## src/pool_cfg.svh

```systemverilog
`ifndef POOL_CFG_SVH
`define POOL_CFG_SVH

// ==============================
// datapath widths
// ==============================

// one float16 value
`define DATA_WIDTH 16

// max-pool lanes, also the channels held in one ram word
`define PARA_Y 4

// side length of the square pooling window, stride equals window
`define POOL_WIN 2

// ==============================
// feature map ram
// ==============================

// word address width, the ram holds two halves
`define FM_ADDR_WIDTH 10
// base address of half 1
`define FM_HALF 512

// ==============================
// layer configuration
// ==============================
`define FM_SIZE_WIDTH 5
`define DEPTH_WIDTH 3
`define LAYER_NUM_WIDTH 4

`endif

```

## src/pool_pkg.sv

```systemverilog
`include "pool_cfg.svh"

package pool_pkg;

    // ==============================
    // scalar types
    // ==============================

    // one float16 value, sign in the top bit
    typedef logic [`DATA_WIDTH-1:0] fp16_t;

    // one ram word, lane i holds channel i of the slice
    typedef fp16_t [`PARA_Y-1:0] fm_word_t;

    typedef logic [`FM_ADDR_WIDTH-1:0] fm_addr_t;
    typedef logic [`FM_SIZE_WIDTH-1:0] size_t;
    typedef logic [`DEPTH_WIDTH-1:0] depth_t;
    typedef logic [`LAYER_NUM_WIDTH-1:0] layer_num_t;

    // layer type code, any other value leaves the engine idle
    typedef enum logic [3:0] {
        LAYER_INIT   = 4'd0,
        LAYER_POOL   = 4'd2,
        LAYER_FINISH = 4'd9
    } layer_type_e;

    // ==============================
    // grouped signals
    // ==============================

    // input side length and slice count of a pool layer
    typedef struct packed {
        size_t  size;
        depth_t depth;
    } pool_cfg_t;

    // ram write port
    typedef struct packed {
        logic     en;
        fm_addr_t addr;
        fm_word_t data;
    } fm_wr_t;

    // ram read port
    typedef struct packed {
        logic     en;
        fm_addr_t addr;
    } fm_rd_t;

    // marks lane input values, first and last bound a window
    typedef struct packed {
        logic valid;
        logic first;
        logic last;
    } pool_tag_t;

endpackage

```

## src/layer_ctrl.sv

```systemverilog
module layer_ctrl import pool_pkg::*; (
    input  logic        clk,
    input  logic        rst,
    input  layer_type_e layer_type_i,
    input  layer_num_t  layer_num_i,
    input  fm_word_t    init_data_i,
    input  fm_addr_t    init_addr_i,
    input  logic        init_done_i,
    input  fm_rd_t      scan_rd_i,
    input  fm_wr_t      scan_wr_i,
    input  logic        scan_done_i,
    input  fm_addr_t    dbg_addr_i,
    output logic        start_o,
    output logic        in_half_o,
    output fm_rd_t      ram_rd_o,
    output fm_wr_t      ram_wr_o,
    output logic        init_fm_ram_ready_o,
    output logic        layer_ready_o
);

    // last layer number that started
    layer_num_t layer_num_q;
    // a pool layer owns the ram read port
    logic running_q;
    // half that holds the current input map
    logic half_q;

    logic init_wr_en;
    logic new_layer;

    // init data streams in until done
    assign init_wr_en = (layer_type_i == LAYER_INIT) && !init_done_i;

    // a pool layer starts only on a fresh layer number
    assign new_layer = (layer_type_i == LAYER_POOL) && init_fm_ram_ready_o
                       && (layer_num_i != layer_num_q) && !running_q;

    assign start_o   = new_layer;
    assign in_half_o = half_q;

    // ==============================
    // layer sequencing
    // ==============================
    always_ff @(posedge clk or negedge rst) begin
        if (!rst) begin
            layer_num_q         <= '0;
            running_q           <= 1'b0;
            half_q              <= 1'b0;
            init_fm_ram_ready_o <= 1'b0;
            layer_ready_o       <= 1'b0;
        end else begin
            // last result write seen, output half becomes input half
            if (running_q && scan_done_i) begin
                running_q     <= 1'b0;
                half_q        <= ~half_q;
                layer_ready_o <= 1'b1;
            end
            case (layer_type_i)
                LAYER_INIT: begin
                    // ready follows done, layer ready one cycle later
                    init_fm_ram_ready_o <= init_done_i;
                    layer_ready_o       <= init_fm_ram_ready_o;
                    half_q              <= 1'b0;
                    running_q           <= 1'b0;
                end
                LAYER_POOL: begin
                    if (new_layer) begin
                        layer_num_q   <= layer_num_i;
                        running_q     <= 1'b1;
                        layer_ready_o <= 1'b0;
                    end
                end
                LAYER_FINISH: begin
                    // stop, half stays where it is
                    layer_ready_o <= 1'b0;
                    running_q     <= 1'b0;
                end
                default: begin
                end
            endcase
        end
    end

    // ==============================
    // ram port selection
    // ==============================
    always_comb begin
        ram_wr_o = scan_wr_i;
        if (init_wr_en) begin
            ram_wr_o = '{en: 1'b1, addr: init_addr_i, data: init_data_i};
        end
    end

    // debug reads whenever no pool layer is running
    always_comb begin
        ram_rd_o = '{en: 1'b1, addr: dbg_addr_i};
        if (running_q) begin
            ram_rd_o = scan_rd_i;
        end
    end

endmodule

```

## config.mk

```make
export PLATFORM = sky130hd
export DESIGN_NAME = layer_ctrl
export DESIGN_NICKNAME = d
export VERILOG_FILES = /design/src/pool_pkg.sv /design/src/layer_ctrl.sv
export VERILOG_INCLUDE_DIRS = /design/src /design/src/src
export SDC_FILE = /design/constraint.sdc
export NUM_CORES = 1
export LEC_CHECK = 0
export ABC_AREA = 0
export BUFFER_PORTS_ARGS = -buffer_cell sky130_fd_sc_hd__buf_2
export CORE_AREA = 2 2 105 107
export CTS_BUF_LIST = sky130_fd_sc_hd__clkbuf_16
export DETAILED_ROUTE_END_ITERATION = 7
export DIE_AREA = 0 0 107 109
export GPL_ROUTABILITY_DRIVEN = 1
export GPL_TIMING_DRIVEN = 1
export HOLD_SLACK_MARGIN = 0.12
export SYNTH_ARGS = -nofsm -noshare
export SYNTH_HDL_FRONTEND = slang
export SYNTH_SLANG_ARGS = --single-unit
```

## constraint.sdc

```tcl
create_clock -name clk -period 2.5 [get_ports clk]
set_clock_uncertainty 0.1 [all_clocks]
set_input_delay 0.375 -clock clk [delete_from_list [all_inputs] [get_ports clk]]
set_output_delay 0.375 -clock clk [all_outputs]
set_load 0.005 [all_outputs]
```

==> metrics.txt <==
Final WS setup 0.1876 ns; via count 2148; area of the multi-input gates 1184 sq um; sequential cell area fraction in the yosys report 13.61%; RSZ-0062 raised after global routing false; final hold viol count 0; drt pass-1 iters 3; post-synth cell types 24; worst slew pin tran 0.4671 ns; pre-CTS setup slack 0.1696 ns; CP Max Fanout 45; CORE AREA 10600 sq um; Yosys top cell area share 37.50%; vias in the first global route 2111; TritonCTS buffer count 3; CP arrival 1.84 ns; Die H 109 um; first-pass GRT wire length 9.984 mm; number of core rows 38; port bufs 271; drt total wl 7.243 mm; starting density of the core between 10% and 20%; Syn Area/Cell 11.23 sq um; Mapped Area ~1500 sq um; Final Cycle Share 92.50%; overall global routing resource usage 10.88%; CTS tree built; cells after synthesis 131; Crit Path Category in -> out; CTS Sinks 8; # IOs 272; Area contributors post-synth mux2_1, mux2_2, dfrtp_1; Final setup viols 0; Max Clock Freq 432.4 MHz; design area 3049 sq um; Placer Congestion 0.7896; top_reg_cell synth dfrtp_1; DRC viols 0; NumNets Final 583; hpwl dp 6.612 mm; Die W 107 um; CP Data Required Time 2.03 ns; yosys warns 0; largest net degree at the start of global routing between 40 and 50; pwr dens between 200 and 300 nW/um^2; post-cts sizing count 0; Crit. End Element output pin; leakage 1.635 nW; hold buffers post-CTS 1; Max Transition Viols Final 0; die area 11660 sq um; Area after DPL between 2000 and 3000 sq um; Worst-path clk slew 0.04 ns; later-pin clock latency in the skew report 0.23 ns; Tmin final 2.312 ns; total negative setup slack 0 ns; area added between synthesis and finish 107.2%; HP Class in -> reg; WL/cell 13.39 um; fraction of registers with async set/reset 100.0%; Fillers approximately 1100; H-tree depth 1; Setup crit start kind input port; Root Driver clkbuf_16; Max Cap Viol 0; grt ovf 0; share of layout cells above drive strength 1 80.45%; Max IR drop VDD 0.3519 mV; status finished, final reports clean; #FFs+latches synth 8; Iteration-0 DRC Markers 46; Vias/cell 3.970; # Post-CTS Setup Buffers 0; Seq. cell area between 200 and 250 sq um; initial antenna violation count 2; leading area contributor after synthesis mux2_1; syn_nets 313; CTS max path bufs 2; Final ANT Viol Nets 0; Relative slew margins 68.86%; Post-synth EDFFs 0
==> registers in the layout, summed over array words and instances, names as in the netlist <==
signal and count:
layer_ready_o 1, layer_num_q 4, in_half_o 1, init_fm_ram_ready_o 1, running_q 1
==> critical path: stages <==
cell and delay (ns):
buf_2 0.13, nor4_4 0.32, and2b_4 0.23, buf_12 0.24, mux2_1 0.37, buf_2 0.13
==> through the flow <==
stage / instances / power [mW] / utilization, % / hold WS [ns]
global route: 539 / 0.9444 / 28.71 / 0.3203
global placement: 535 / 0.6191 / 27.91 / 0.1228
detailed placement: 535 / 0.6269 / 27.91 / 0.1284
CTS: 539 / 0.9007 / 28.71 / 0.3013
finish: 541 / 0.8915 / 28.76 / 0.3013
floorplan: 131 / 0.3640 / - / -0.02059
==> layout make-up <==
type	count	area share, %
timing repair buffer	274	46.12
multi-input combinational	113	38.82
tap	140	5.745
antenna	2	0.1641
sequential	8	6.565
clock buffer	3	2.462
inverter	1	0.1231
==> Yosys cell counts (2+ instances only) <==
cell	count
nand2b_1	2
dfrtp_1	8
or3_1	2
mux2_2	40
xor2_1	6
mux2_1	49
buf_4	2
buf_6	6
==> path summary, 6_finish.rpt <==
path | from | to | slack [ns] | cells after the start
setup / recovery | layer_type_i[0] | ram_wr_o[26] | 0.19 | 6
hold / removal | layer_num_i[1] | layer_num_q[1] | 0.30 | 2
setup reg to reg | running_q | layer_num_q[0] | 0.79 | 3
hold reg to reg | layer_num_q[1] | layer_num_q[1] | 0.42 | 1
max in group asynchronous | rst | layer_num_q[3] | 1.71 | 2
min in group asynchronous | rst | init_fm_ram_ready_o | 0.42 | 2
==> metal layers <==
layer	wire length [um]	up-vias	global-route usage, %
met5	0	-	0
met4	58	0	2.134
met3	742	7	2.510
met2	3691	137	20.93
met1	2751	972	12.24
li1	-	1032	-
==> cells in the final DEF, fill, tap and decap left out <==
| cell | instances |
|---|---|
| buf_2 | 271 |
| mux2_1 | 49 |
| mux2_2 | 40 |
| dfrtp_1 | 8 |
| xor2_1 | 6 |
| clkbuf_16 | 3 |
| diode_2 | 2 |
| nand2b_1 | 2 |
| or3_1 | 2 |
| buf_12 | 2 |
| nor4_1 | 1 |
| nor3_1 | 1 |
| nand4b_1 | 1 |
| nor2_2 | 1 |
| nand2_1 | 1 |
| nand3_1 | 1 |
| nor3b_1 | 1 |
| a31oi_1 | 1 |
| o21ai_0 | 1 |
| inv_1 | 1 |
| a31o_2 | 1 |
| nor4_4 | 1 |
| and2b_4 | 1 |
| or2_2 | 1 |
| nor2_1 | 1 |
| dlygate4sd3_1 | 1 |
==> report_power, final <==
group          internal [mW]  switching, mW
Clock                  0.206         0.0626
Sequential             0.170         0.0299
Combinational          0.268          0.155
Total                  0.644          0.248
==> cell families (layout without fill, tap and decap cells) <==
logic type                after synthesis  in the layout  synth area share [%]
AOI/OAI and AO/OA                       3              3                 1.361
and+or+nand+nor                        15             15                 7.228
DFF                                     8              8                 13.61
muxes                                  89             89                 68.11
buffers and inverters                  10            278                 6.121
other                                   0              2                     0
xor gates and xnor gates                6              6                 3.571
Power figures use the tool's default switching activity.
