==> src/pool_cfg.svh <==
`ifndef POOL_CFG_SVH
`define POOL_CFG_SVH

// ==============================
// datapath widths
// ==============================

// one float16 value
`define DATA_WIDTH 16

// max-pool lanes, also the channels held in one ram word
`define PARA_Y 4

// side length of the square pooling window, stride equals window
`define POOL_WIN 2

// ==============================
// feature map ram
// ==============================

// word address width, the ram holds two halves
`define FM_ADDR_WIDTH 10
// base address of half 1
`define FM_HALF 512

// ==============================
// layer configuration
// ==============================
`define FM_SIZE_WIDTH 5
`define DEPTH_WIDTH 3
`define LAYER_NUM_WIDTH 4

`endif

==> src/pool_pkg.sv <==
`include "pool_cfg.svh"

package pool_pkg;

    // ==============================
    // scalar types
    // ==============================

    // one float16 value, sign in the top bit
    typedef logic [`DATA_WIDTH-1:0] fp16_t;

    // one ram word, lane i holds channel i of the slice
    typedef fp16_t [`PARA_Y-1:0] fm_word_t;

    typedef logic [`FM_ADDR_WIDTH-1:0] fm_addr_t;
    typedef logic [`FM_SIZE_WIDTH-1:0] size_t;
    typedef logic [`DEPTH_WIDTH-1:0] depth_t;
    typedef logic [`LAYER_NUM_WIDTH-1:0] layer_num_t;

    // layer type code, any other value leaves the engine idle
    typedef enum logic [3:0] {
        LAYER_INIT   = 4'd0,
        LAYER_POOL   = 4'd2,
        LAYER_FINISH = 4'd9
    } layer_type_e;

    // ==============================
    // grouped signals
    // ==============================

    // input side length and slice count of a pool layer
    typedef struct packed {
        size_t  size;
        depth_t depth;
    } pool_cfg_t;

    // ram write port
    typedef struct packed {
        logic     en;
        fm_addr_t addr;
        fm_word_t data;
    } fm_wr_t;

    // ram read port
    typedef struct packed {
        logic     en;
        fm_addr_t addr;
    } fm_rd_t;

    // marks lane input values, first and last bound a window
    typedef struct packed {
        logic valid;
        logic first;
        logic last;
    } pool_tag_t;

endpackage

==> src/max_pool_unit.sv <==
`include "pool_cfg.svh"

module max_pool_unit import pool_pkg::*; (
    input  logic      clk,
    input  logic      rst,
    input  pool_tag_t tag_i,
    input  fp16_t     data_i,
    output logic      ready_o,
    output fp16_t     result_o
);

    localparam int SIGN = `DATA_WIDTH - 1;

    // running maximum of the current window
    fp16_t run_max_q;
    fp16_t next_max;

    // a > b in float16 order
    // sign-magnitude compare, +0 and -0 count as equal
    function automatic logic fp16_gt(input fp16_t a, input fp16_t b);
        logic a_zero;
        logic b_zero;
        logic gt;
        a_zero = (a[SIGN-1:0] == '0);
        b_zero = (b[SIGN-1:0] == '0);
        if (a_zero && b_zero) begin
            gt = 1'b0;
        end else if (a[SIGN] != b[SIGN]) begin
            // mixed signs, the positive one wins
            gt = !a[SIGN];
        end else if (!a[SIGN]) begin
            gt = a[SIGN-1:0] > b[SIGN-1:0];
        end else begin
            // both negative, smaller magnitude is larger
            gt = a[SIGN-1:0] < b[SIGN-1:0];
        end
        return gt;
    endfunction

    // first value of a window always loads
    assign next_max = (tag_i.first || fp16_gt(data_i, run_max_q)) ? data_i : run_max_q;

    always_ff @(posedge clk) begin
        if (tag_i.valid) begin
            run_max_q <= next_max;
            // result holds until the next window closes
            if (tag_i.last) begin
                result_o <= next_max;
            end
        end
    end

    // one-cycle pulse after the last value of a window
    always_ff @(posedge clk or negedge rst) begin
        if (!rst) begin
            ready_o <= 1'b0;
        end else begin
            ready_o <= tag_i.valid && tag_i.last;
        end
    end

endmodule

==> config.mk <==
export PLATFORM = sky130hd
export DESIGN_NAME = max_pool_unit
export DESIGN_NICKNAME = d
export VERILOG_FILES = /design/src/pool_pkg.sv /design/src/max_pool_unit.sv
export VERILOG_INCLUDE_DIRS = /design/src /design/src/src
export SDC_FILE = /design/constraint.sdc
export NUM_CORES = 1
export LEC_CHECK = 0
export BUFFER_PORTS_ARGS = -buffer_cell sky130_fd_sc_hd__buf_2
export CORE_MARGIN = 3
export CORE_UTILIZATION = 30
export DETAILED_ROUTE_END_ITERATION = 10
export PLACE_DENSITY = 0.5
export SYNTH_ARGS = -nofsm -noshare
export SYNTH_HDL_FRONTEND = slang
export SYNTH_SLANG_ARGS = --single-unit
==> constraint.sdc <==
create_clock -name clk -period 2.6 [get_ports clk]
set_clock_uncertainty 0.05 [all_clocks]
set_input_delay 0.13 -clock clk [delete_from_list [all_inputs] [get_ports clk]]
set_output_delay 0.13 -clock clk [all_outputs]
set_load 0.02 [all_outputs]
==> results by group <==
Power
  – Power Density: 595 nW/um2
  – Maximum VDD drop: 0.299 mV
  – Leakage power of the design: 0.868 nW

Route
  – Total number of vias: 1130
  – Total iterations of the first detailed-routing run: 4
  – Count of antenna-violating nets left after detailed routing: 0
  – Average wire length per cell after detail routing: 14.7 um
  – DRC: 0
  – Total wire length: 3570 um
  – Via-to-Cell Ratio: 4.65
  – Iter 0 DRT Violations: 32

Clocking
  – Count of H-tree levels built during CTS: 2
  – Clock tree from TritonCTS: built
  – Clock network latency to the later pin of the worst-skew pair: 0.29 ns
  – CTS Root Buffer Type: sky130_fd_sc_hd__clkbuf_8
  – Clock-pin slew on the worst setup and hold paths: 0.07 ns
  – CTS Buffer Depth: 2
  – Total clock buffers created by CTS: 5
  – Clock Sink Count: 33

Yosys
  – Yosys top cell by area: sky130_fd_sc_hd__edfxtp_1
  – Flip-flop and latch count after synthesis: 33
  – Fraction of synthesized cell area taken by the top area cell type: 58.0%
  – Synthesis warning total: 0
  – Asr flop ratio synth: 3.03%
  – Netlist cell types: 20
  – Area of the mapped netlist: 1660 um2
  – EDFF count, synth: 32
  – Most frequent cell after synthesis: sky130_fd_sc_hd__edfxtp_1
  – Ranking of synthesized cells by instance count: sky130_fd_sc_hd__edfxtp_1, sky130_fd_sc_hd__inv_1, sky130_fd_sc_hd__ha_1, sky130_fd_sc_hd__mux2_1, sky130_fd_sc_hd__a21oi_1
  – Total nets after synthesis: 158
  – Dominant cells by area after synthesis: sky130_fd_sc_hd__edfxtp_1, sky130_fd_sc_hd__ha_1, sky130_fd_sc_hd__mux2_1
  – Synth Flop Type: sky130_fd_sc_hd__edfxtp_1
  – Sequential-to-total area share from yosys stat: 59.5%
  – Mapped Avg Cell Area: 13.6 um2
  – Gate count of the mapped netlist: 122

Hold path
  – Worst min-delay path category: input pin to async pin

Timing
  – Finish-stage setup viols: 0
  – Hold slack: 0.0983 ns
  – Least-Margin Pin Slew: 0.467 ns
  – Unrepaired setup endpoints after global routing: false
  – Smallest setup slack after layout: 0.115 ns
  – Ratio of final minimum period to clock period: 95.6%
  – Slew Limit Fails: 0
  – Relative slew slack: 68.8%
  – Maximum achievable frequency: 402 MHz
  – Total Negative Setup Slacks: 0 ns
  – Number of endpoints with negative hold slack in the final report: 0
  – Time the final worst path needs with I/O delays and setup: 2.49 ns

Global route
  – Global-route wire length before repair: 5820 um
  – Leftover overflow at the end of global routing: 0
  – Largest net degree at the start of global routing: 17
  – Antenna violations before repair: 0
  – Vias in the first global route: 1202
  – Global-route usage over all layers: 12.3%

Critical path
  – Category of the most critical setup path: flip-flop to flip-flop
  – Bufs and invs on worst path: 2
  – Origin of the critical flop-to-flop path: run_max_q[9]
  – Top delay family on crit path: compound AO/OA/AOI/OAI gates
  – CP endpoint kind: flip-flop
  – Critical Path Start: run_max_q[9]
  – Cell with the biggest individual delay on the critical path: sky130_fd_sc_hd__a311o_1
  – Worst R2R Setup Slack: 0.11 ns
  – Worst Reg-to-Reg Cells: 9
  – Crit path arrival time: 2.46 ns
  – Crit path largest cell delay: 0.42 ns
  – Kind of start point of the critical path: flip-flop
  – FF-to-FF End: result_o[8]
  – Stages on the worst setup path: 9
  – Maximum net fanout on the critical path: 9
  – Last element of the critical path: result_o[8]
  – Critical Path RT: 2.58 ns
  – Worst-path cell chain: inv_1 -> ha_1 -> nand2_1 -> o21ai_0 -> a21oi_1 -> a311o_1 -> o21ai_4 -> buf_12 -> mux2_1

Placement
  – Worst slack, placed: 0.0651 ns
  – Port bufs: 37
  – Final HPWL DP: 2800 um
  – Placer congestion estimate: 0.734

Floorplanning
  – Number of rows created at floorplan: 26
  – Area of the placeable core: 5240 um2
  – Die outline area: 6450 um2
  – Initial standard-cell utilization of the core: 31.7%
  – I/O Pins: 38
  – Height of the chip: 80.3 um
  – Chip width: 80.3 um

Finish
  – Final #Nets: 208
  – Share of cells above drive strength 1: 34.7%
  – Area added between synthesis and finish: 25.7%
  – Final design utilization: 39.8%
  – Antenna fix cells: 0

Flow run
  – Max-cap violations: 0

Outcome
  – Result of the run: completed
-- power breakdown --
part,switching [mW],total (mW),internal (mW)
Combinational,0.125,0.222,0.0973
Clock,0.178,0.363,0.185
Sequential,0.0183,0.654,0.636
Total,0.321,1.24,0.918
-- cell type report --
type,instances,area (um2)
Clock buffer,6,72.6
Clock inverter,2,10.0
Fill cell,505,3150
Inverter,17,63.8
Multi-Input combinational cell,71,608
Sequential cell,33,986
Tap cell,70,87.6
Timing Repair Buffer,44,256
-- state kept, by name, summed over array words and instances, names as in the netlist --
name / count
ready_o: 1
result_o: 16
run_max_q: 16
-- metrics by stage --
stage | cell area, um2 | std cells | total power [mW]
finish | 2080 | 243 | 1.24
global route | 2080 | 243 | 1.30
CTS | 2050 | 241 | 1.25
detailed placement | 1960 | 232 | 0.880
global placement | 1960 | 232 | 0.875
floorplan | 1660 | 122 | 0.793
-- worst min-delay path by stage --
stage,startpoint,end,slack [ns],cells after the start
after floorplan,rst,ready_o,-0.22,0
after global placement,rst,ready_o,-0.15,1
after detailed placement,rst,ready_o,-0.14,1
after CTS,rst,ready_o,0.09,2
after global routing,rst,ready_o,0.09,2
final,rst,ready_o,0.1,2
-- what timing repair did --
item	CTS	global route
gates resized for setup	0	7
hold buffers	1	0
setup buffers	0	2
endpoints found under the hold margin	1	0
endpoints found under the setup margin	0	30
-- layer usage --
layer,vias up,track usage [%],part of all wire [%]
li1,565,-,-
met4,0,5.07,1.8
met3,7,4.60,5.0
met2,34,19.7,49
met1,524,14.8,44
met5,-,0,0
-- kinds of logic (layout without fill, tap and decap cells) --
family          Yosys count  count (layout)  share of synthesized area [%]
flops                    33              33                           59.5
simple gates             24              24                           7.93
buf+inv                  18              69                           4.53
compound gates           17              17                           6.57
fa+ha+maj                15              15                           11.3
mux                      15              15                           10.2
-- layout by cell type, fill, tap and decap left out, types with 2 or more instances in the layout --
cell type                  Yosys  routed
sky130_fd_sc_hd__a21oi_1       9       8
sky130_fd_sc_hd__clkbuf_8      0       5
sky130_fd_sc_hd__nand2_1       3       3
sky130_fd_sc_hd__nand4_1       6       6
sky130_fd_sc_hd__inv_1        17      17
sky130_fd_sc_hd__clkinv_2      0       2
sky130_fd_sc_hd__edfxtp_1     32      32
sky130_fd_sc_hd__mux2_2        5       6
sky130_fd_sc_hd__buf_2         0      37
sky130_fd_sc_hd__o21ai_0       3       2
sky130_fd_sc_hd__buf_4         0       4
sky130_fd_sc_hd__mux2_1       10       9
sky130_fd_sc_hd__ha_1         15      15
sky130_fd_sc_hd__nor4_1        8       8
sky130_fd_sc_hd__nor2_1        5       4
-- worst register-to-register path, stage by stage, from the launching register on --
cell	delay [ns]
sky130_fd_sc_hd__edfxtp_1	0.37
sky130_fd_sc_hd__inv_1	0.05
sky130_fd_sc_hd__ha_1	0.29
sky130_fd_sc_hd__nand2_1	0.06
sky130_fd_sc_hd__o21ai_0	0.17
sky130_fd_sc_hd__a21oi_1	0.12
sky130_fd_sc_hd__a311o_1	0.42
sky130_fd_sc_hd__o21ai_4	0.18
sky130_fd_sc_hd__buf_12	0.16
sky130_fd_sc_hd__mux2_1	0.37
Power figures use the tool's default switching activity.
