### config.mk
export PLATFORM = sky130hd
export DESIGN_NAME = pool_scan
export DESIGN_NICKNAME = d
export VERILOG_FILES = /design/src/pool_pkg.sv /design/src/pool_scan.sv
export VERILOG_INCLUDE_DIRS = /design/src /design/src/src
export SDC_FILE = /design/constraint.sdc
export NUM_CORES = 1
export LEC_CHECK = 0
export BUFFER_PORTS_ARGS = -buffer_cell sky130_fd_sc_hd__buf_2
export CAP_MARGIN = 20
export CORE_MARGIN = 4
export CORE_UTILIZATION = 55
export CTS_CLUSTER_SIZE = 16
export DETAILED_ROUTE_END_ITERATION = 6
export HOLD_SLACK_MARGIN = 0.08
export PLACE_DENSITY = 0.82
export RECOVER_POWER = 100
export SLEW_MARGIN = 10
export SYNTH_ARGS = -nofsm -noshare
export SYNTH_HDL_FRONTEND = slang
export SYNTH_SLANG_ARGS = --single-unit
### constraint.sdc
create_clock -name clk -period 6.4 [get_ports clk]
set_input_delay 1.28 -clock clk [delete_from_list [all_inputs] [get_ports clk]]
set_output_delay 1.28 -clock clk [all_outputs]
set_load 0.02 [all_outputs]
### src/pool_cfg.svh
`ifndef POOL_CFG_SVH
`define POOL_CFG_SVH

// ==============================
// datapath widths
// ==============================

// one float16 value
`define DATA_WIDTH 16

// max-pool lanes, also the channels held in one ram word
`define PARA_Y 4

// side length of the square pooling window, stride equals window
`define POOL_WIN 2

// ==============================
// feature map ram
// ==============================

// word address width, the ram holds two halves
`define FM_ADDR_WIDTH 10
// base address of half 1
`define FM_HALF 512

// ==============================
// layer configuration
// ==============================
`define FM_SIZE_WIDTH 5
`define DEPTH_WIDTH 3
`define LAYER_NUM_WIDTH 4

`endif

### src/pool_pkg.sv
`include "pool_cfg.svh"

package pool_pkg;

    // ==============================
    // scalar types
    // ==============================

    // one float16 value, sign in the top bit
    typedef logic [`DATA_WIDTH-1:0] fp16_t;

    // one ram word, lane i holds channel i of the slice
    typedef fp16_t [`PARA_Y-1:0] fm_word_t;

    typedef logic [`FM_ADDR_WIDTH-1:0] fm_addr_t;
    typedef logic [`FM_SIZE_WIDTH-1:0] size_t;
    typedef logic [`DEPTH_WIDTH-1:0] depth_t;
    typedef logic [`LAYER_NUM_WIDTH-1:0] layer_num_t;

    // layer type code, any other value leaves the engine idle
    typedef enum logic [3:0] {
        LAYER_INIT   = 4'd0,
        LAYER_POOL   = 4'd2,
        LAYER_FINISH = 4'd9
    } layer_type_e;

    // ==============================
    // grouped signals
    // ==============================

    // input side length and slice count of a pool layer
    typedef struct packed {
        size_t  size;
        depth_t depth;
    } pool_cfg_t;

    // ram write port
    typedef struct packed {
        logic     en;
        fm_addr_t addr;
        fm_word_t data;
    } fm_wr_t;

    // ram read port
    typedef struct packed {
        logic     en;
        fm_addr_t addr;
    } fm_rd_t;

    // marks lane input values, first and last bound a window
    typedef struct packed {
        logic valid;
        logic first;
        logic last;
    } pool_tag_t;

endpackage

### src/pool_scan.sv
`include "pool_cfg.svh"

module pool_scan import pool_pkg::*; (
    input  logic              clk,
    input  logic              rst,
    input  logic              start_i,
    input  pool_cfg_t         cfg_i,
    input  logic              in_half_i,
    output fm_rd_t            rd_o,
    output pool_tag_t         tag_o,
    input  logic [`PARA_Y-1:0] lane_ready_i,
    input  fm_word_t          lane_result_i,
    output fm_wr_t            wr_o,
    output logic              done_o
);

    localparam int WIN_W = $clog2(`POOL_WIN);
    localparam logic [WIN_W-1:0] WIN_LAST = WIN_W'(`POOL_WIN - 1);
    // wide enough for depth * osize * osize
    localparam int CNT_W = `DEPTH_WIDTH + 2 * `FM_SIZE_WIDTH;

    // layer config, latched on start
    size_t    size_q;
    size_t    osize_q;
    depth_t   depth_q;
    fm_addr_t plane_q;
    logic     in_half_q;

    // read side, one address per cycle while busy
    logic             busy_q;
    depth_t           slice_q;
    size_t            row_q;
    size_t            col_q;
    logic [WIN_W-1:0] win_r_q;
    logic [WIN_W-1:0] win_c_q;

    // write side
    fm_addr_t         out_idx_q;
    logic [CNT_W-1:0] remain_q;
    logic             empty_q;
    pool_tag_t        tag_q;

    size_t            start_osize;
    logic [CNT_W-1:0] start_total;
    size_t            rd_row;
    size_t            rd_col;
    fm_addr_t         in_base;
    fm_addr_t         out_base;
    pool_tag_t        tag_d;

    // odd last row and column drop out of the floor
    assign start_osize = size_t'(cfg_i.size / `POOL_WIN);
    assign start_total = cfg_i.depth * start_osize * start_osize;

    // ==============================
    // read address generation
    // ==============================
    always_ff @(posedge clk or negedge rst) begin
        if (!rst) begin
            busy_q    <= 1'b0;
            slice_q   <= '0;
            row_q     <= '0;
            col_q     <= '0;
            win_r_q   <= '0;
            win_c_q   <= '0;
            size_q    <= '0;
            osize_q   <= '0;
            depth_q   <= '0;
            plane_q   <= '0;
            in_half_q <= 1'b0;
        end else if (start_i) begin
            // an empty layer never goes busy
            busy_q    <= (start_total != '0);
            slice_q   <= '0;
            row_q     <= '0;
            col_q     <= '0;
            win_r_q   <= '0;
            win_c_q   <= '0;
            size_q    <= cfg_i.size;
            osize_q   <= start_osize;
            depth_q   <= cfg_i.depth;
            plane_q   <= cfg_i.size * cfg_i.size;
            in_half_q <= in_half_i;
        end else if (busy_q) begin
            // window column fastest, then window row, col, row, slice
            if (win_c_q != WIN_LAST) begin
                win_c_q <= win_c_q + 1'b1;
            end else begin
                win_c_q <= '0;
                if (win_r_q != WIN_LAST) begin
                    win_r_q <= win_r_q + 1'b1;
                end else begin
                    win_r_q <= '0;
                    if (col_q != osize_q - 1'b1) begin
                        col_q <= col_q + 1'b1;
                    end else begin
                        col_q <= '0;
                        if (row_q != osize_q - 1'b1) begin
                            row_q <= row_q + 1'b1;
                        end else begin
                            row_q <= '0;
                            if (slice_q != depth_q - 1'b1) begin
                                slice_q <= slice_q + 1'b1;
                            end else begin
                                busy_q <= 1'b0;
                            end
                        end
                    end
                end
            end
        end
    end

    assign in_base  = in_half_q ? fm_addr_t'(`FM_HALF) : '0;
    assign out_base = in_half_q ? '0 : fm_addr_t'(`FM_HALF);

    // input pixel of the current window phase
    assign rd_row = size_t'(row_q * `POOL_WIN + win_r_q);
    assign rd_col = size_t'(col_q * `POOL_WIN + win_c_q);

    // base + slice * side^2 + row * side + col
    assign rd_o = '{
        en:   busy_q,
        addr: in_base + fm_addr_t'(slice_q) * plane_q
              + fm_addr_t'(rd_row) * fm_addr_t'(size_q) + fm_addr_t'(rd_col)
    };

    assign tag_d = '{
        valid: busy_q,
        first: busy_q && (win_r_q == '0) && (win_c_q == '0),
        last:  busy_q && (win_r_q == WIN_LAST) && (win_c_q == WIN_LAST)
    };

    // ==============================
    // tag delay and result writes
    // ==============================
    always_ff @(posedge clk or negedge rst) begin
        if (!rst) begin
            tag_q     <= '0;
            out_idx_q <= '0;
            remain_q  <= '0;
            empty_q   <= 1'b0;
        end else begin
            // match the registered ram read
            tag_q   <= tag_d;
            empty_q <= start_i && (start_total == '0);
            if (start_i) begin
                out_idx_q <= '0;
                remain_q  <= start_total;
            end else if (wr_o.en) begin
                out_idx_q <= out_idx_q + 1'b1;
                remain_q  <= remain_q - 1'b1;
            end
        end
    end

    assign tag_o = tag_q;

    // all lanes close their window in the same cycle
    assign wr_o = '{
        en:   &lane_ready_i,
        addr: out_base + out_idx_q,
        data: lane_result_i
    };

    assign done_o = (wr_o.en && (remain_q == CNT_W'(1))) || empty_q;

endmodule

==> out/results.tsv, run 1 <==
metric	value	unit
final weighted congestion in routability-driven placement	0.853	
Post-Route Skew	8.99	ps
crit path launch type	register	
Achievable Freq	167	MHz
Post-CTS Repair Setup Buffers	0	
synthesized instance count	736	
Yosys warning total	0	
unrepaired setup endpoints after global routing	false	
clock power share	26.3	%
maximum clock path buffer count	2	
Max Fanout on Critical Path	11	
Top Layer Used	met4	
worst hold path class	register to register	
top-count cell post-synth	sky130_fd_sc_hd__inv_1	
synthesized cell area	6660	µm²
placed standard-cell area	6400	µm²
arrival time at the worst endpoint	4720	ps
Seq pwr share	26.6	%
distinct cell type count of the synthesized netlist	62	
setup slack of the most critical reg-to-reg path	3360	ps
logic depth of the worst register-to-register path	8	
failing checks	max-capacitance violations, max-slew violations	
post-placement cell count	823	
CTS Hold Bufs	0	
first-pass GRT wire length	22400	µm
cell type contributing the most total cell area after synthesis	sky130_fd_sc_hd__dfrtp_1	
crit end category	output pin	
Hold WS	520	ps
sinks on the clock net	60	
reported net switching power	0.797	mW
Worst setup startpoint	size_q[3]$_DFFE_PN0P_	
io pins	170	
measured slew at the worst slew-check pin	3140	ps
area share of the leading cell type in the synthesized netlist	22.6	%
worst r2r src	size_q[1]$_DFFE_PN0P_	
met2 routed WL	6540	µm
antenna violations before repair	0	
WL per Instance	15.3	µm
data required time of the critical path	5120	ps
Clk Latency, worst-skew pair	330	ps
final instance count without filler cells	838	
Initial DRT Pass Iterations	6	
portion of the post-synthesis area used by sequential elements	22.6	%
number of H-tree levels	3	
portion of total power attributed to combinational logic	47.1	%
worst vdd rail ir drop	0.136	mV
Slew Limit Headroom	-110	%
num rows	39	
share of final-layout standard cells stronger than drive strength 1	8.35	%
number of DRC violations after detailed routing	0	
Initial Util	57.3	%
total met3 wirelength after detailed routing	696	µm
Post-synth EDFFs	0	
CTS tree	built	
wire length on met1	5160	µm
share of synthesized flip-flops with an asynchronous set or reset	100	%
power per cell area	296	nW/µm²
number of synthesized register bits	60	
vias in the first global route	4966	
grt total ovfl	0	
iteration-0 DRC count of the detailed router	282	
antenna cell count	0	
antenna viol nets, final	0	
switch share	40.5	%
most frequent cells after synthesis	81 x sky130_fd_sc_hd__inv_1, 77 x sky130_fd_sc_hd__buf_4, 73 x sky130_fd_sc_hd__nand2_1	
largest net degree at the start of global routing	72	
area inside the core boundary	11600	µm²
post-synthesis net count	926	
leading cell types by total area after synthesis	sky130_fd_sc_hd__dfrtp_1 23%, sky130_fd_sc_hd__fa_1 15%, sky130_fd_sc_hd__ha_1 11%, sky130_fd_sc_hd__buf_4 8.7%, sky130_fd_sc_hd__xnor2_1 5.8%	
WL final	12800	µm
Max Slew Vio Count	133	
Final WS setup	405	ps
utilization after layout	57.3	%
final number of hold-violating endpoints	0	
number of fill cells	997	
height of the chip	118	µm
Area Overhead vs Synth	-0.113	%
buffers added on ports	41	
overall power of the completed layout	1.97	mW
estimated wirelength of the detail-placed design	10000	µm
worst setup slack before clock tree synthesis	450	ps
max-cap violation count	2	
Final Setup Violations	0	
final cell area excluding filler cells	6650	µm²
Die W	118	µm
clock-pin slew of the registers on the worst-case setup and hold paths	50	ps
net count of the finished layout	881	
combined global-route utilization of all metal layers	19.1	%
root buffer selected by CTS	sky130_fd_sc_hd__clkbuf_16	
crit path to	rd_o[8]	
endpoint of the worst-slack reg-to-reg timing path	slice_q[1]$_DFFE_PN0P_	
internal power contribution	1.17	mW
Setup Total Neg Slack	0	ps
Final Critical Period	6000	ps
floorplan die area	13900	µm²
quantity of gates resized following cts	0	
Syn Area/Cell	9.04	µm²
share of the clock period used by the worst path	93.7	%
vias after detailed routing	4656	
standby leakage power	3.29	nW
Vias/cell	5.56	
run status	finished, violations left	
Crit Path Class	register to output pin	
Most used DFF post-synth	sky130_fd_sc_hd__dfrtp_1	
TritonCTS Buffers	9	
[state kept, by name, summed over array words and instances (netlist names), 3 cells and up]
register / flops
plane_q: 8
row_q: 5
tag_o: 3
remain_q: 13
depth_q: 3
out_idx_q: 10
slice_q: 3
size_q: 5
col_q: 5
[power by group through the flow]
stage / registers [mW] / clock network, mW / logic [mW]
after CTS: 0.519 / 0.524 / 0.964
final: 0.523 / 0.518 / 0.928
after detailed placement: 0.524 / 0 / 0.955
after global placement: 0.516 / 0 / 0.916
after global routing: 0.533 / 0.536 / 1.06
after floorplan: 0.484 / 0 / 0.824
[final cells by class]
cell class	count	area (µm²)	area share, %
multi-input cells	494	4150	62.4
flip-flops and latches	60	1500	22.6
inverters	81	304	4.57
clock buffers	11	243	3.65
repair buffers	45	194	2.92
well taps	143	179	2.69
clock inverters	4	73.8	1.11
[routing by layer]
metal  vias to the layer above  global-route usage [%]
met4                         0                    8.79
met2                       142                    33.5
met3                        60                    3.75
met1                      2251                    22.7
li1                       2203                       -
met5                         -                       0
[kinds of logic after synthesis]
| logic type | count (synthesis) | share of synthesized area (%) |
|---|---|---|
| adder cells (fa/ha/maj) | 110 | 26.2 |
| flip-flops | 60 | 22.6 |
| AND/OR/NAND/NOR | 230 | 17.5 |
| AO/OA/AOI/OAI | 70 | 7.24 |
| buffers and inverters | 182 | 14.7 |
| XOR/XNOR | 68 | 9.06 |
| multiplexers | 15 | 2.69 |
| other | 1 | 0.0563 |
[how the worst min path moves through the flow]
stage                                 from                      to  slack [ps]  cells after the start
floorplan                 busy_q$_DFF_PN0_      tag_o[2]$_DFF_PN0_         460                      0
global placement    plane_q[9]$_DFFE_PN0P_  plane_q[9]$_DFFE_PN0P_         500                      1
CTS                 plane_q[9]$_DFFE_PN0P_  plane_q[9]$_DFFE_PN0P_         530                      1
global route        depth_q[2]$_DFFE_PN0P_  depth_q[2]$_DFFE_PN0P_         550                      1
finish              plane_q[9]$_DFFE_PN0P_  plane_q[9]$_DFFE_PN0P_         520                      1
detailed placement  plane_q[9]$_DFFE_PN0P_  plane_q[9]$_DFFE_PN0P_         520                      1
[worst max-delay path, stage by stage, from the launching register on]
cell	delay, ps
sky130_fd_sc_hd__dfrtp_1	640
sky130_fd_sc_hd__and2_1	260
sky130_fd_sc_hd__fa_1	480
sky130_fd_sc_hd__fa_1	480
sky130_fd_sc_hd__fa_1	530
sky130_fd_sc_hd__fa_1	490
sky130_fd_sc_hd__ha_1	350
sky130_fd_sc_hd__nor2b_1	140
sky130_fd_sc_hd__o21ai_0	180
sky130_fd_sc_hd__nand2b_1	110
sky130_fd_sc_hd__a21o_1	180
sky130_fd_sc_hd__a21oi_1	170
sky130_fd_sc_hd__xnor2_1	130
sky130_fd_sc_hd__clkbuf_1	240
[placed cells by master, fill, tap and decap left out, drive strengths merged, types with 2 or more instances in the layout]
| master | synthesis | routed |
|---|---|---|
| a211oi | 3 | 3 |
| a21o | 6 | 6 |
| a21oi | 22 | 22 |
| a32o | 2 | 2 |
| a41oi | 2 | 2 |
| and2 | 42 | 42 |
| and3 | 7 | 7 |
| buf | 84 | 17 |
| bufinv | 0 | 2 |
| clkbuf | 17 | 39 |
| clkinv | 0 | 2 |
| dfrtp | 60 | 60 |
| fa | 49 | 49 |
| ha | 61 | 61 |
| inv | 81 | 81 |
| mux2 | 14 | 14 |
| nand2 | 73 | 73 |
| nand2b | 3 | 3 |
| nand3 | 19 | 19 |
| nand4 | 5 | 5 |
| nor2 | 45 | 45 |
| nor2b | 15 | 15 |
| nor3 | 8 | 8 |
| nor3b | 2 | 2 |
| nor4 | 3 | 3 |
| o2111ai | 3 | 3 |
| o21ai | 17 | 17 |
| o21bai | 3 | 3 |
| or3 | 2 | 2 |
| or4 | 3 | 3 |
| xnor2 | 45 | 45 |
| xor2 | 23 | 23 |
Power figures use the tool's default switching activity.
==> run 2: changes to the inputs <==
- clock period: 6.4 -> 6.18 ns (I/O delays scaled with it)
==> out/results.tsv, run 2 (same netlist as run 1, synthesis figures left out) <==
metric	value	unit
run status	finished, violations left	
clock-pin slew of the registers on the worst-case setup and hold paths	50	ps
Post-Route Skew	5.07	ps
data required time of the critical path	4940	ps
Final Setup Violations	0	
setup slack of the most critical reg-to-reg path	3050	ps
utilization after layout	57.3	%
first-pass GRT wire length	22300	µm
WL per Instance	15.4	µm
max reg flops	13	
antenna viol nets, final	0	
biggest regs	remain_q (13), out_idx_q (10), plane_q (8)	
maximum clock path buffer count	2	
buffers added on ports	41	
WL final	13000	µm
Vias/cell	5.55	
share of final-layout standard cells stronger than drive strength 1	8.44	%
io pins	170	
Slew Limit Headroom	-111	%
unrepaired setup endpoints after global routing	false	
crit path to	rd_o[8]	
vias after detailed routing	4675	
antenna violations before repair	0	
worst r2r src	size_q[1]$_DFFE_PN0P_	
antenna cell count	0	
height of the chip	118	µm
Cells on Worst Hold Path	1	
Clk Latency, worst-skew pair	340	ps
Setup Total Neg Slack	0	ps
Area Overhead vs Synth	-0.0376	%
TritonCTS Buffers	9	
floorplan die area	13900	µm²
root buffer selected by CTS	sky130_fd_sc_hd__clkbuf_16	
Final Critical Period	5860	ps
Max Slew Vio Count	113	
Initial DRT Pass Iterations	5	
worst vdd rail ir drop	0.140	mV
max-cap violation count	2	
largest net degree at the start of global routing	61	
iteration-0 DRC count of the detailed router	245	
most common library cell in the layout ignoring fill and taps	sky130_fd_sc_hd__inv_1	
Max Fanout on Critical Path	6	
net count of the finished layout	884	
failing checks	max-capacitance violations, max-slew violations	
sinks on the clock net	60	
CTS tree	built	
combined global-route utilization of all metal layers	19.2	%
standby leakage power	3.29	nW
final weighted congestion in routability-driven placement	0.829	
Worst setup startpoint	size_q[3]$_DFFE_PN0P_	
number of DRC violations after detailed routing	0	
register with the most flip-flops	remain_q	
estimated wirelength of the detail-placed design	9890	µm
Initial Util	57.3	%
grt total ovfl	0	
power per cell area	305	nW/µm²
area inside the core boundary	11600	µm²
num rows	39	
endpoint of the worst-slack reg-to-reg timing path	slice_q[1]$_DFFE_PN0P_	
crit path launch type	register	
final number of hold-violating endpoints	0	
arrival time at the worst endpoint	4620	ps
commonest cells after routing, fill and taps aside	81 x sky130_fd_sc_hd__inv_1, 73 x sky130_fd_sc_hd__nand2_1, 61 x sky130_fd_sc_hd__ha_1	
CTS Hold Bufs	0	
share of the clock period used by the worst path	94.8	%
logic depth of the worst register-to-register path	8	
number of H-tree levels	3	
Crit Path Class	register to output pin	
Die W	118	µm
worst hold path class	register to register	
vias in the first global route	4806	
measured slew at the worst slew-check pin	3160	ps
crit end category	output pin	
Achievable Freq	171	MHz
==> run 2: what timing repair did <==
action	CTS	global route
hold endpoints to repair	0	0
cloned	0	0
pin swaps	0	0
setup endpoints to repair	1	1
gates resized for setup	1	1
setup buffers	0	1
==> run 2: power by group <==
part           internal, mW  switching, mW  leakage, nW  total, mW
logic                 0.407          0.580         2.38      0.986
clock network         0.334          0.189        0.148      0.523
registers             0.450         0.0724        0.767      0.522
==> run 2: per-stage QoR <==
step / power [mW] / hold slack [ps] / cells / worst slack (ps) / area [µm²]
floorplan: 1.35 / 462 / 736 / 314 / 6660
global placement: 1.49 / 497 / 825 / 422 / 6410
detailed placement: 1.53 / 502 / 825 / 340 / 6410
CTS: 2.07 / 514 / 841 / 111 / 6720
global route: 2.20 / 543 / 842 / 87.6 / 6650
finish: 2.03 / 510 / 842 / 324 / 6650
==> run 2: final cells by class <==
class | count | area (µm²)
Clock buffer | 11 | 253
Clock inverter | 5 | 58.8
Fill cell | 1001 | 4960
Inverter | 81 | 304
Multi-Input combinational cell | 494 | 4140
Sequential cell | 60 | 1500
Tap cell | 143 | 179
Timing Repair Buffer | 48 | 216
==> run 2: critical path, stage by stage, from the launching register on <==
cell and delay [ps]:
sky130_fd_sc_hd__dfrtp_1 470, sky130_fd_sc_hd__buf_4 210, sky130_fd_sc_hd__and2_1 160, sky130_fd_sc_hd__fa_1 520, sky130_fd_sc_hd__fa_1 450, sky130_fd_sc_hd__fa_1 520
sky130_fd_sc_hd__fa_1 490, sky130_fd_sc_hd__ha_1 340, sky130_fd_sc_hd__nor2b_1 140, sky130_fd_sc_hd__o21ai_0 160, sky130_fd_sc_hd__nand2b_1 110, sky130_fd_sc_hd__a21o_1 180
sky130_fd_sc_hd__a21oi_1 160, sky130_fd_sc_hd__xnor2_1 140, sky130_fd_sc_hd__clkbuf_1 250
==> run 2: worst min-delay path by stage <==
stage                                       from                      to  slack, ps
final                     plane_q[9]$_DFFE_PN0P_  plane_q[9]$_DFFE_PN0P_        510
after global routing      plane_q[9]$_DFFE_PN0P_  plane_q[9]$_DFFE_PN0P_        540
after CTS                 plane_q[9]$_DFFE_PN0P_  plane_q[9]$_DFFE_PN0P_        510
after detailed placement  plane_q[9]$_DFFE_PN0P_  plane_q[9]$_DFFE_PN0P_        500
after global placement    plane_q[9]$_DFFE_PN0P_  plane_q[9]$_DFFE_PN0P_        500
after floorplan                 busy_q$_DFF_PN0_      tag_o[2]$_DFF_PN0_        460
==> run 2: layer usage <==
| layer | track usage (%) | vias to the layer above | routed length (µm) | share of wire, % |
|---|---|---|---|---|
| li1 | - | 2215 | - | - |
| met1 | 22.9 | 2279 | 5320 | 41 |
| met2 | 33.6 | 128 | 6670 | 51 |
| met3 | 4.66 | 53 | 653 | 5.0 |
| met4 | 7.03 | 0 | 353 | 2.7 |
| met5 | 0 | - | 0 | 0 |
==> run 3: changes to the inputs <==
- CORE_UTILIZATION: 55 -> 40
- PLACE_DENSITY: 0.82 -> not set
==> out/results.tsv, run 3 (same netlist as run 1, synthesis figures left out) <==
metric	value	unit
share of final-layout standard cells stronger than drive strength 1	8.86	%
Die W	137	µm
estimated wirelength of the detail-placed design	9780	µm
num rows	46	
failing checks	max-capacitance violations, max-slew violations	
sinks on the clock net	60	
gate family responsible for the most delay along the worst path	adder cells	
CTS tree	built	
buffers added on ports	41	
post-placement cell count	900	
Final WS setup	331	ps
data required time of the critical path	4940	ps
power per cell area	290	nW/µm²
Slew Limit Headroom	-121	%
WL final	12600	µm
Cells on Worst Hold Path	1	
net count of the finished layout	885	
Crit path top cell by count	sky130_fd_sc_hd__fa_1	
unrepaired setup endpoints after global routing	false	
height of the chip	137	µm
endpoint of the worst-slack reg-to-reg timing path	slice_q[1]$_DFFE_PN0P_	
share of the clock period used by the worst path	94.7	%
longest individual stage delay on the worst path	580	ps
number of stages on the worst setup path	16	
combined flip-flop and latch cell area	1500	µm²
Hold WS	516	ps
number of buffers and inverters on the critical path	4	
Area Overhead vs Synth	1.05	%
Crit Path Class	register to output pin	
Achievable Freq	171	MHz
Initial DRT Pass Iterations	4	
utilization after layout	41.7	%
CTS Hold Bufs	0	
measured slew at the worst slew-check pin	3320	ps
crit path launch type	register	
standby leakage power	3.28	nW
run status	finished, violations left	
placed standard-cell area	6520	µm²
most common library cell in the layout ignoring fill and taps	sky130_fd_sc_hd__inv_1	
maximum clock path buffer count	2	
crit end category	output pin	
Max Fanout on Critical Path	4	
final cell area excluding filler cells	6730	µm²
Vias/cell	4.88	
clock power share	23.3	%
Hold Path Origin	plane_q[9]$_DFFE_PN0P_	
worst vdd rail ir drop	0.119	mV
vias after detailed routing	4474	
Initial Util	41.3	%
biggest regs	remain_q (13), out_idx_q (10), plane_q (8)	
Setup Total Neg Slack	0	ps
largest net degree at the start of global routing	61	
worst r2r src	size_q[1]$_DFFE_PN0P_	
worst setup slack before clock tree synthesis	278	ps
number of H-tree levels	3	
area of the multi-input gates	4160	µm²
floorplan die area	18800	µm²
Final Critical Period	5850	ps
arrival time at the worst endpoint	4610	ps
slowest library cell on the worst path	sky130_fd_sc_hd__fa_1	
root buffer selected by CTS	sky130_fd_sc_hd__clkbuf_16	
antenna viol nets, final	0	
switch share	42.3	%
logic depth of the worst register-to-register path	8	
Seq pwr share	26.7	%
grt total ovfl	0	
final weighted congestion in routability-driven placement	0.836	
max-cap violation count	2	
number of fill cells	1631	
TritonCTS Buffers	9	
combined global-route utilization of all metal layers	14.6	%
antenna cell count	0	
clock-pin slew of the registers on the worst-case setup and hold paths	50	ps
Final Setup Violations	0	
final instance count without filler cells	916	
Clk Latency, worst-skew pair	320	ps
antenna violations before repair	0	
overall power of the completed layout	1.95	mW
max reg flops	13	
Critical Path, Cell by Cell	nand2_1 -> fa_1 -> inv_1 -> fa_1 -> fa_1 -> inv_1 -> fa_1 -> inv_1 -> ha_1 -> a21o_1 -> a21oi_1 -> nor2b_1 -> o21a_1 -> o41ai_2 -> xnor2_1 -> clkbuf_2	
register with the most flip-flops	remain_q	
commonest cells after routing, fill and taps aside	81 x sky130_fd_sc_hd__inv_1, 73 x sky130_fd_sc_hd__nand2_1, 61 x sky130_fd_sc_hd__ha_1	
sink of the worst hold path	plane_q[9]$_DFFE_PN0P_	
worst hold path class	register to register	
internal power contribution	1.12	mW
Post-Route Skew	7.46	ps
portion of total power attributed to combinational logic	50.0	%
vias in the first global route	4731	
setup slack of the most critical reg-to-reg path	3060	ps
reported net switching power	0.825	mW
number of DRC violations after detailed routing	0	
final number of hold-violating endpoints	0	
Max Slew Vio Count	99	
WL per Instance	13.8	µm
io pins	170	
iteration-0 DRC count of the detailed router	200	
first-pass GRT wire length	22500	µm
area inside the core boundary	16100	µm²
[run 3: repair_timing]
item,4_1_cts,5_1_grt
endpoints found under the setup margin,0,1
gates resized for setup,0,1
setup buffers,0,0
[run 3: layout make-up]
class / instances / share of cell area [%]
clock buffers: 11 / 3.46
clock inverters: 5 / 0.558
inverters: 81 / 4.52
multi-input cells: 494 / 61.8
flip-flops and latches: 60 / 22.3
well taps: 216 / 4.02
repair buffers: 49 / 3.35
[run 3: worst reg2reg max path, delay by kind of cell (launching register included)]
kind	cells	cell delay [ps]
DFF	1	520
muxes	1	360
adders and majority gates	1	350
and+or+nand+nor	1	320
buffers and inverters	1	130
AOI/OAI and AO/OA	3	1180
xor gates and xnor gates	1	150
[run 3: power by group through the flow]
stage | Sequential [mW] | Clock [mW] | Combinational (mW)
after floorplan | 0.501 | 0 | 0.853
after global placement | 0.524 | 0 | 0.999
after detailed placement | 0.527 | 0 | 1.01
after CTS | 0.521 | 0.463 | 1.02
after global routing | 0.532 | 0.484 | 1.14
final | 0.521 | 0.454 | 0.974
[run 3: layer usage]
layer,vias up,GRT usage [%],wire length (µm)
li1,2209,-,-
met2,69,23.6,5980
met5,-,0,0
met3,13,2.50,391
met4,0,3.94,161
met1,2183,20.2,6090
[run 3: how the worst max path moves through the flow]
stage	from	end	slack [ps]
global route	cfg_i[4]	remain_q[9]$_DFFE_PN0P_	40
detailed placement	cfg_i[6]	busy_q$_DFF_PN0_	280
CTS	plane_q[2]$_DFFE_PN0P_	rd_o[9]	180
finish	plane_q[2]$_DFFE_PN0P_	rd_o[9]	330
floorplan	cfg_i[4]	busy_q$_DFF_PN0_	310
global placement	cfg_i[6]	busy_q$_DFF_PN0_	470
